--- src/design/seg_pkg.sv ---
package seg_pkg;

  // display geometry
  localparam int NUM_DIGITS = 8;              // eight hex digits on the board
  localparam int SCLK_DIV   = 2;              // sys_clk cycles per serial clock half period
  localparam int FRAME_BITS = 16;             // two 595s in a chain, 8 bits each

  // bus side
  typedef logic [31:0] word_t;                // output port word
  typedef logic [3:0]  byte_en_t;             // one enable per byte lane

  // display side
  typedef logic [3:0]  nibble_t;              // one hex digit value
  typedef logic [7:0]  seg_code_t;            // bit0 = a .. bit6 = g, bit7 = dp, active low
  typedef logic [7:0]  digit_sel_t;           // one-hot digit enable, active high
  typedef logic [2:0]  digit_idx_t;           // index of the digit being served

  // one 16-bit frame as shifted out, MSB first
  // seg lands in the far 595, sel in the near one
  typedef struct packed {
    seg_code_t  seg;                          // upper byte, shifted first
    digit_sel_t sel;                          // lower byte
  } frame_t;

  // scanner FSM
  typedef enum logic [1:0] {
    LOAD,                                     // grab code of current digit
    SHIFT_LO,                                 // serial clock low, data settles
    SHIFT_HI,                                 // serial clock high, 595 has sampled
    LATCH                                     // storage strobe pulse
  } scan_state_t;

endpackage

--- src/design/pio_out_reg.sv ---
`timescale 1ns/100ps

module pio_out_reg (
  input  logic             sys_clk,
  input  logic             arst_n,
  input  logic             wr_en,           // single-cycle write strobe
  input  seg_pkg::byte_en_t wr_be,          // byte lanes to replace
  input  seg_pkg::word_t   wr_data,         // new port data
  output seg_pkg::word_t   port_word        // registered port value
);

  seg_pkg::word_t word_q;                   // port register
  seg_pkg::word_t word_nxt;                 // merged value on a write
  seg_pkg::word_t lane_mask;                // byte enables spread to bits

  // expand each enable to a full byte of mask bits
  always_comb begin
    lane_mask = '0;
    for (int b = 0; b < 4; b++) begin
      lane_mask[8*b +: 8] = {8{wr_be[b]}};  // whole lane on or off
    end
  end

  // enabled lanes take bus data, the rest keep old value
  assign word_nxt = (wr_data & lane_mask) | (word_q & ~lane_mask);

  // one cycle write latency, no back-pressure
  always_ff @(posedge sys_clk or negedge arst_n) begin
    if (!arst_n) begin
      word_q <= '0;                         // display shows all zeros
    end else if (wr_en) begin
      word_q <= word_nxt;                   // be of zero leaves word as is
    end
  end

  assign port_word = word_q;

endmodule

--- src/design/hex_seg_enc.sv ---
`timescale 1ns/100ps

module hex_seg_enc (
  input  seg_pkg::nibble_t   digit,         // hex value 0..F
  output seg_pkg::seg_code_t seg            // common-anode pattern, active low
);

  logic [6:0] pat;                          // segments g..a, low = lit

  // glyph table, lower case b and d so they differ from 8 and 0
  always_comb begin
    case (digit)
      4'h0: pat = 7'h40;
      4'h1: pat = 7'h79;                    // b, c only
      4'h2: pat = 7'h24;
      4'h3: pat = 7'h30;
      4'h4: pat = 7'h19;
      4'h5: pat = 7'h12;
      4'h6: pat = 7'h02;
      4'h7: pat = 7'h78;
      4'h8: pat = 7'h00;                    // all seven lit
      4'h9: pat = 7'h10;
      4'hA: pat = 7'h08;
      4'hB: pat = 7'h03;                    // lower case b
      4'hC: pat = 7'h46;
      4'hD: pat = 7'h21;                    // lower case d
      4'hE: pat = 7'h06;
      4'hF: pat = 7'h0E;
      default: pat = 7'h7F;                 // blank on unknown input
    endcase
  end

  assign seg = {1'b1, pat};                 // dp held dark

endmodule

--- src/design/hc595_scan.sv ---
`timescale 1ns/100ps

module hc595_scan (
  input  logic               sys_clk,
  input  logic               arst_n,
  input  seg_pkg::seg_code_t seg_codes [seg_pkg::NUM_DIGITS], // codes from encoders
  output logic               seg_clk,       // 595 shift clock
  output logic               seg_dat,       // serial data, MSB first
  output logic               seg_str        // 595 storage latch
);

  localparam int DIV_W = $clog2(seg_pkg::SCLK_DIV + 1);   // phase counter width
  localparam int BIT_W = $clog2(seg_pkg::FRAME_BITS);     // bit counter width

  seg_pkg::scan_state_t state;              // current FSM state
  seg_pkg::scan_state_t state_nxt;
  logic [DIV_W-1:0]     div_cnt;            // cycles spent in current phase
  logic [BIT_W-1:0]     bit_cnt;            // bits already clocked out
  seg_pkg::digit_idx_t  digit_idx;          // digit being served
  logic [seg_pkg::FRAME_BITS-1:0] shreg;    // frame being shifted
  seg_pkg::frame_t      frame_new;          // frame built at LOAD
  logic                 div_last;           // end of a half period
  logic                 bit_last;           // 16th bit on the wire

  assign div_last = (div_cnt == DIV_W'(seg_pkg::SCLK_DIV - 1));
  assign bit_last = (bit_cnt == BIT_W'(seg_pkg::FRAME_BITS - 1));

  // segments of the current digit plus its one-hot select
  always_comb begin
    frame_new.seg = seg_codes[digit_idx];
    frame_new.sel = seg_pkg::digit_sel_t'(1) << digit_idx;
  end

  // next state
  always_comb begin
    state_nxt = state;
    case (state)
      seg_pkg::LOAD: begin
        state_nxt = seg_pkg::SHIFT_LO;      // LOAD lasts a single cycle
      end
      seg_pkg::SHIFT_LO: begin
        if (div_last) begin
          state_nxt = seg_pkg::SHIFT_HI;    // rising edge, 595 samples
        end
      end
      seg_pkg::SHIFT_HI: begin
        if (div_last) begin
          // after the last high phase go latch, else next bit
          state_nxt = bit_last ? seg_pkg::LATCH : seg_pkg::SHIFT_LO;
        end
      end
      seg_pkg::LATCH: begin
        if (div_last) begin
          state_nxt = seg_pkg::LOAD;        // on to the next digit
        end
      end
      default: begin
        state_nxt = seg_pkg::LOAD;
      end
    endcase
  end

  // FSM, counters and frame register
  always_ff @(posedge sys_clk or negedge arst_n) begin
    if (!arst_n) begin
      state     <= seg_pkg::LOAD;           // idle at digit 0
      div_cnt   <= '0;
      bit_cnt   <= '0;
      digit_idx <= '0;
      shreg     <= '0;
    end else begin
      state <= state_nxt;
      if (state_nxt != state) begin
        div_cnt <= '0;                      // restart phase on every change
      end else begin
        div_cnt <= div_cnt + 1'b1;
      end
      case (state)
        seg_pkg::LOAD: begin
          shreg   <= frame_new;             // frame frozen from here on
          bit_cnt <= '0;
        end
        seg_pkg::SHIFT_HI: begin
          if (div_last) begin
            shreg   <= shreg << 1;          // next bit to the MSB
            bit_cnt <= bit_cnt + 1'b1;
          end
        end
        seg_pkg::LATCH: begin
          if (div_last) begin
            if (digit_idx == seg_pkg::digit_idx_t'(seg_pkg::NUM_DIGITS - 1)) begin
              digit_idx <= '0;              // wrap after last digit
            end else begin
              digit_idx <= digit_idx + 1'b1;
            end
          end
        end
        default: ;
      endcase
    end
  end

  // pins registered off the next state so they line up with it
  always_ff @(posedge sys_clk or negedge arst_n) begin
    if (!arst_n) begin
      seg_clk <= 1'b0;
      seg_dat <= 1'b0;
      seg_str <= 1'b0;
    end else begin
      seg_clk <= (state_nxt == seg_pkg::SHIFT_HI);
      seg_str <= (state_nxt == seg_pkg::LATCH);   // clock stays low here
      if (state == seg_pkg::LOAD) begin
        seg_dat <= frame_new[seg_pkg::FRAME_BITS-1];  // first bit, clock low
      end else if (state == seg_pkg::SHIFT_HI && div_last && !bit_last) begin
        seg_dat <= shreg[seg_pkg::FRAME_BITS-2];  // changes on falling edge
      end
    end
  end

endmodule

--- src/design/seg_display_top.sv ---
`timescale 1ns/100ps

module seg_display_top (
  input  logic              sys_clk,
  input  logic              arst_n,

  // processor bus write port
  input  logic              wr_en,          // one-cycle strobe
  input  seg_pkg::byte_en_t wr_be,          // byte enables
  input  seg_pkg::word_t    wr_data,        // write data

  // 74HC595 chain pins
  output logic              seg_clk,        // shift clock
  output logic              seg_dat,        // serial data
  output logic              seg_str         // storage strobe
);

  seg_pkg::word_t     port_word;                        // processor output port
  seg_pkg::seg_code_t seg_codes [seg_pkg::NUM_DIGITS];  // one code per digit

  // output port register
  pio_out_reg ins_pio_out_reg (
    .sys_clk   (sys_clk),
    .arst_n    (arst_n),
    .wr_en     (wr_en),
    .wr_be     (wr_be),
    .wr_data   (wr_data),
    .port_word (port_word)
  );

  // digit i shows nibble i, digit 0 is bits 3..0
  for (genvar i = 0; i < seg_pkg::NUM_DIGITS; i++) begin : g_enc
    hex_seg_enc ins_hex_seg_enc (
      .digit (port_word[4*i +: 4]),
      .seg   (seg_codes[i])
    );
  end

  // serializer into the two 595s
  hc595_scan ins_hc595_scan (
    .sys_clk   (sys_clk),
    .arst_n    (arst_n),
    .seg_codes (seg_codes),
    .seg_clk   (seg_clk),
    .seg_dat   (seg_dat),
    .seg_str   (seg_str)
  );

endmodule

--- config.mk ---
export PLATFORM = sky130hd
export DESIGN_NAME = seg_display_top
export DESIGN_NICKNAME = d
export VERILOG_FILES = /design/src/design/seg_pkg.sv /design/src/design/pio_out_reg.sv /design/src/design/hex_seg_enc.sv /design/src/design/hc595_scan.sv /design/src/design/seg_display_top.sv
export SDC_FILE = /design/constraint.sdc
export NUM_CORES = 1
export LEC_CHECK = 0
export BUFFER_PORTS_ARGS = -buffer_cell sky130_fd_sc_hd__buf_2
export CAP_MARGIN = 10
export CORE_UTILIZATION = 25
export DETAILED_ROUTE_END_ITERATION = 10
export GPL_ROUTABILITY_DRIVEN = 0
export SLEW_MARGIN = 0
export SYNTH_ARGS = -nofsm -noshare
export SYNTH_HDL_FRONTEND = slang
export SYNTH_SLANG_ARGS = --single-unit
export TNS_END_PERCENT = 20
--- constraint.sdc ---
create_clock -name sys_clk -period 1.8 [get_ports sys_clk]
set_input_delay 0.36 -clock sys_clk [delete_from_list [all_inputs] [get_ports sys_clk]]
set_output_delay 0.36 -clock sys_clk [all_outputs]
set_load 0.005 [all_outputs]
Word level (Yosys, flattened, before mapping)

Memory sizes are Yosys's and may differ from the RTL's.
Index checks and enable logic that the tools add are counted.

ROM bits: 896
Word-level logic and storage cells: 61
Register bits: 61
Memories kept: 8
Bits of input ports: 39
Output and inout port bits: 3

Memory list:

| memory           | depth | bits a word | read ports | clocked after Yosys merged registers in | wr ports | line              | RTL |
|---|---|---|---|---|---|---|---|
| (name not given) | 16    | 7           | 1          | 0                                       | 0        | hex_seg_enc.sv:12 | `case (digit)` |
| (name not given) | 16    | 7           | 1          | 0                                       | 0        | hex_seg_enc.sv:12 |  |
| (name not given) | 16    | 7           | 1          | 0                                       | 0        | hex_seg_enc.sv:12 |  |
| (name not given) | 16    | 7           | 1          | 0                                       | 0        | hex_seg_enc.sv:12 |  |
| (name not given) | 16    | 7           | 1          | 0                                       | 0        | hex_seg_enc.sv:12 |  |
| (name not given) | 16    | 7           | 1          | 0                                       | 0        | hex_seg_enc.sv:12 |  |
| +2 memories      | n/a   | n/a         | n/a        | n/a                                     | n/a      | n/a               |  |

$lt $le $gt $ge: 1
Shifts and indexed selects: 1
Add/subtract/negate cells: 3
Bitwise gates (word level): 5
Equality and inequality tests: 10
Muxes and demuxes: 16
Reduce and logical (&&, ||, !) cells: 8

Operator list:

| cell                                                              | count |
|---|---|
| 32-bit AND                                                        | 2 |
| 32-bit inverter                                                   | 1 |
| 32-bit bitwise OR                                                 | 1 |
| 15-bit case mux with 2 select lines                               | 1 |
| 8-bit binary-select mux with 3-bit select                         | 1 |
| 8-bit two-way mux                                                 | 2 |
| 15-bit two-way mux                                                | 1 |
| 2-bit two-way mux                                                 | 5 |
| 2-bit == test, second input constant                              | 4 |
| 2-bit case mux with 4 select lines                                | 1 |
| 4-bit case mux with 2 select lines                                | 1 |
| 1-bit by 3-bit << shifter with 8-bit output, first input constant | 1 |
| 4-bit by 1-bit adder with 4-bit output, second input constant     | 1 |
| 2-bit by 1-bit == test with 1-bit output, second input constant   | 2 |
| 4-bit == test, second input constant                              | 1 |
| 4-bit greater-or-equal comparator, second input constant          | 1 |
| 4-bit two-way mux                                                 | 1 |
| 3-bit inverter with 4-bit output                                  | 1 |
| 2-bit AND reduction                                               | 2 |
| 2-bit nonzero test                                                | 2 |
| 3-bit by 1-bit adder with 3-bit output, second input constant     | 1 |
| 3-bit == test, second input constant                              | 1 |
| 3-bit two-way mux                                                 | 1 |
| 2-bit by 1-bit adder with 2-bit output, second input constant     | 1 |
| 6 further kinds                                                   | 8 |

Depth between registers and ports, before layout

Word-level depth: 6
Depth in mapped cells: 10
Gate-level depth less buffers: 8

Hierarchy

Synthesis repeated with hierarchy kept, for this count alone.

Cell total of the unflattened synthesis: 530
Area total of the unflattened synthesis: 5461.5 µm²

Modules (own cells, without submodules):

| module                                      | cells each | area an instance (µm²) | sequential area each (µm²) | instances |
|---|---|---|---|---|
| hex_seg_enc at g_enc[0].ins_hex_seg_enc ... | 34         | 286.5                  | 0.0                        | 7 |
| hc595_scan                                  | 189        | 1984.4                 | 725.7                      | 1 |
| pio_out_reg                                 | 68         | 1186.1                 | 800.8                      | 1 |
| hex_seg_enc at g_enc[2].ins_hex_seg_enc     | 35         | 285.3                  | 0.0                        | 1 |

Least setup slack after synthesis

No wires, ideal clock.

Kind: flip-flop to flip-flop
From: register (tool-made name)
To: register ins_hc595_scan.shreg[13] (netlist bit)
Required time: 1670 ps
Cell stages (with the launch flop): 8
Library setup time: 130 ps
Period minus slack after synthesis: 1893 ps
Setup slack: -93 ps
Buffers on the path: 0
Arrival time: 1763 ps
Cell sequence: dfrtp_1 > inv_1 > ha_1 > mux2_1 > a211oi_1 > o31ai_1 > a2111oi_1 > o21ai_1

RTL lines:

| item                   | line             | RTL |
|---|---|---|
| end signal: assignment | hc595_scan.sv:80 | `shreg <= frame_new;` |
| end signal: assignment | hc595_scan.sv:85 | `shreg <= shreg << 1;` |
| end: declaration       | hc595_scan.sv:20 | `logic [seg_pkg::FRAME_BITS-1:0] shreg;` |

==> impl_metrics.ini <==
[outcome]
status = finished, violations left
violations = setup timing

[power_and_ir_drop]
swShare = 0.3271
power.leakage_nw = 3.053
total_power_w = 0.005372
p_sw_w = 0.001757
peakVddDrop_mv = 0.4977
p_clk_frac = 0.334
p_int_w = 0.003615
power_density_mw_per_mm2 = 806.3
power_frac_seq = 0.315
power_frac_comb = 0.351

[routing]
vias = 4302
drtIter0Drc = 230
ant_nets = 0
wire_per_inst_um = 14.28
routed_wl_um = 13130
vias_per_cell = 4.681
drc_errors = 0
firstDrtPassIters = 4

[sta]
worstMarginPinSlew_ns = 0.5293
min_period_over_period = 1.077
fmax_mhz = 515.9
final_hold_viol_count = 0
rsz0062_at_grt = true
fin_crit_ns = 1.938
fin_skew_ns = 0.008827
final-max-slew-violation-count = 0
setup_ws_ns = -0.1382
setup_viol = 7
hold_ws_ns = 0.03084
relSlewSlack = 0.6380

[layout]
area_delta_synth_final_pct = 33.86
drive_gt1_frac = 0.4098
nNetsFinal = 745
antenna_cells = 0
instances_no_fill = 919

[yosys]
yosys_warnings = 0
yosys.area.top_type_share = 0.3067
synth_area_leaders = dfrtp_1 (31%), ha_1 (14%), mux2_2 (10%), mux2i_1 (6.0%), mux4_2 (4.5%)
postSynthCellCount = 522
ys_seq_area_frac = 0.3067
synth_edf_count = 0
netlist-cell-type-count = 49
synth_flop_cell = dfrtp_1
synth_async_sr_flop_share = 1.000
syn_avg_cell_area_um2 = 9.535
ys_ff_latch = 61
syn-num-nets = 618
yosys.area.top_type = dfrtp_1
syn_area_mm2 = 0.004977

[floorplanning]
start_util = 0.2557
fp-row-count = 51
core_mm2 = 0.01946
fp.dieW_um = 143.1
die_y_um = 143.1
ios = 42
die_area_mm2 = 0.02048

[clock_tree]
htree_levels = 3
numCtsBuffers = 9
cts.sinks = 61
clk_pin_slew_ns = 0.06
root_buffer = clkbuf_16
clk_path_buf_depth = 2
clk_latency_ns = 0.35
cts_tree = yes

[place]
dp_hpwl_um = 9713
io_buffers = 41
dpl.cell_count = 893

[critical_path]
critical_path.max_fanout = 3
cp.arrival_ns = 2.23
path_class = register to register
startpoint_type = register
cp-end-kind = register
cp.required_ns = 2.09

[global_routing]
grt_max_degree = 62
grt_first_pass_wirelength_um = 21780
antenna_found_initial = 0
first_global_vias = 4285
grt_overflow = 0
track_usage = 0.1374

[min_path]
hold_path_class = primary input to async pin

[run]
cap_viol_max_count = 0
[path summary, 6_finish.rpt]
path	end	slack (ns)	cells past startpoint
max	ins_hc595_scan.shreg[12]	-0.14	8
min	async pin	0.03	2
max reg2reg	ins_hc595_scan.shreg[12]	-0.14	8
min reg2reg	ins_hc595_scan.shreg[3]	0.48	2
max in group asynchronous	async pin	1.46	2
min in group sys_clk	register	0.23	2
[worst max-delay path, stage by stage, from the launching register on]
cell      delay [ns]
dfrtp_1         0.42
buf_6           0.13
buf_4           0.14
ha_4            0.15
nor2_2          0.12
a21oi_2         0.07
mux4_2          0.51
o211ai_2        0.19
a22o_1          0.15
[area by class of cell]
type,instances,area (µm²)
multi-input cells,396,3341
clock inverters,7,75.07
fillers,1983,12800
flip-flops and latches,61,1534
repair buffers,146,1025
inverters,35,131.4
well taps,265,331.6
clock buffers,9,225.2
[power by group through the flow]
stage	logic, W	registers, W	clock network [W]
after floorplan	0.00111	0.00161	0
after global placement	0.00168	0.00169	0
after detailed placement	0.00172	0.00170	0
after CTS	0.00179	0.00168	0.00184
after global routing	0.00208	0.00172	0.00191
final	0.00189	0.00169	0.00179
[repair_timing]
action | 4_1_cts | 5_1_grt
cloned | 0 | 0
hold buffers | 0 | 0
gates resized for setup | 18 | 40
setup endpoints to repair | 7 | 7
buffers inserted | 7 | 3
pin swaps | 5 | 18
[per-stage QoR]
| stage | TNS [ns] | area (µm²) | util | setup WS, ns |
|---|---|---|---|---|
| floorplan | 0 | 4982 | - | 0.004222 |
| global placement | -0.5150 | 6093 | 0.3131 | -0.1621 |
| detailed placement | -0.6956 | 6093 | 0.3131 | -0.1750 |
| CTS | -0.5416 | 6494 | 0.3337 | -0.1267 |
| global route | -1.276 | 6663 | 0.3423 | -0.2233 |
| finish | -0.5375 | 6663 | 0.3423 | -0.1382 |
[synth_stat cells, drive strengths merged, types with 3 or more instances]
cell type,count
a22oi,7
or3,4
o211ai,6
o21ai,23
inv,33
o31ai,4
mux2i,30
nor3,14
a21oi,30
ha,57
mux2,47
a221oi,8
a22o,5
a211oi,7
a31oi,13
nand3,8
buf,22
a32oi,4
a2111oi,3
clkbuf,8
nand2,41
nor2b,6
nand3b,3
and3,3
mux4,10
dfrtp,61
nand2b,5
nor2,42
[cells by family after synthesis]
family / Yosys count / synth area share
AND/OR/NAND/NOR: 130 / 0.1179
buffers and inverters: 65 / 0.05681
adder cells (fa/ha/maj): 57 / 0.1433
AO/OA/AOI/OAI: 122 / 0.1626
flip-flops: 61 / 0.3067
multiplexers: 87 / 0.2127
[routing by layer]
layer,part of all wire,global-route usage
met5,0,0
met4,0.021,0.06112
met3,0.028,0.02448
met2,0.47,0.2162
met1,0.48,0.1827
[layout by cell type, fill, tap and decap left out, types with 5 or more instances in the layout]
| cell type | synthesis | routed |
|---|---|---|
| buf_4 | 5 | 99 |
| dfrtp_1 | 61 | 55 |
| mux2_2 | 45 | 44 |
| ha_1 | 57 | 42 |
| nand2_1 | 41 | 41 |
| buf_2 | 16 | 41 |
| nor2_1 | 41 | 38 |
| mux2i_1 | 30 | 29 |
| a21oi_1 | 30 | 26 |
| inv_1 | 33 | 22 |
| o21ai_0 | 22 | 22 |
| nor3_1 | 14 | 14 |
| a31oi_1 | 13 | 13 |
| inv_2 | 0 | 11 |
| mux4_2 | 10 | 10 |
| ha_2 | 0 | 9 |
| clkbuf_16 | 0 | 9 |
| nand3_1 | 8 | 8 |
| a22oi_1 | 7 | 7 |
| a221oi_1 | 8 | 7 |
| ha_4 | 0 | 6 |
| dfrtp_2 | 0 | 6 |
| nand2b_1 | 5 | 5 |
| o211ai_1 | 5 | 5 |
| a22o_1 | 5 | 5 |
| buf_6 | 0 | 5 |
Note: power is estimated with default switching activity, not from simulation.
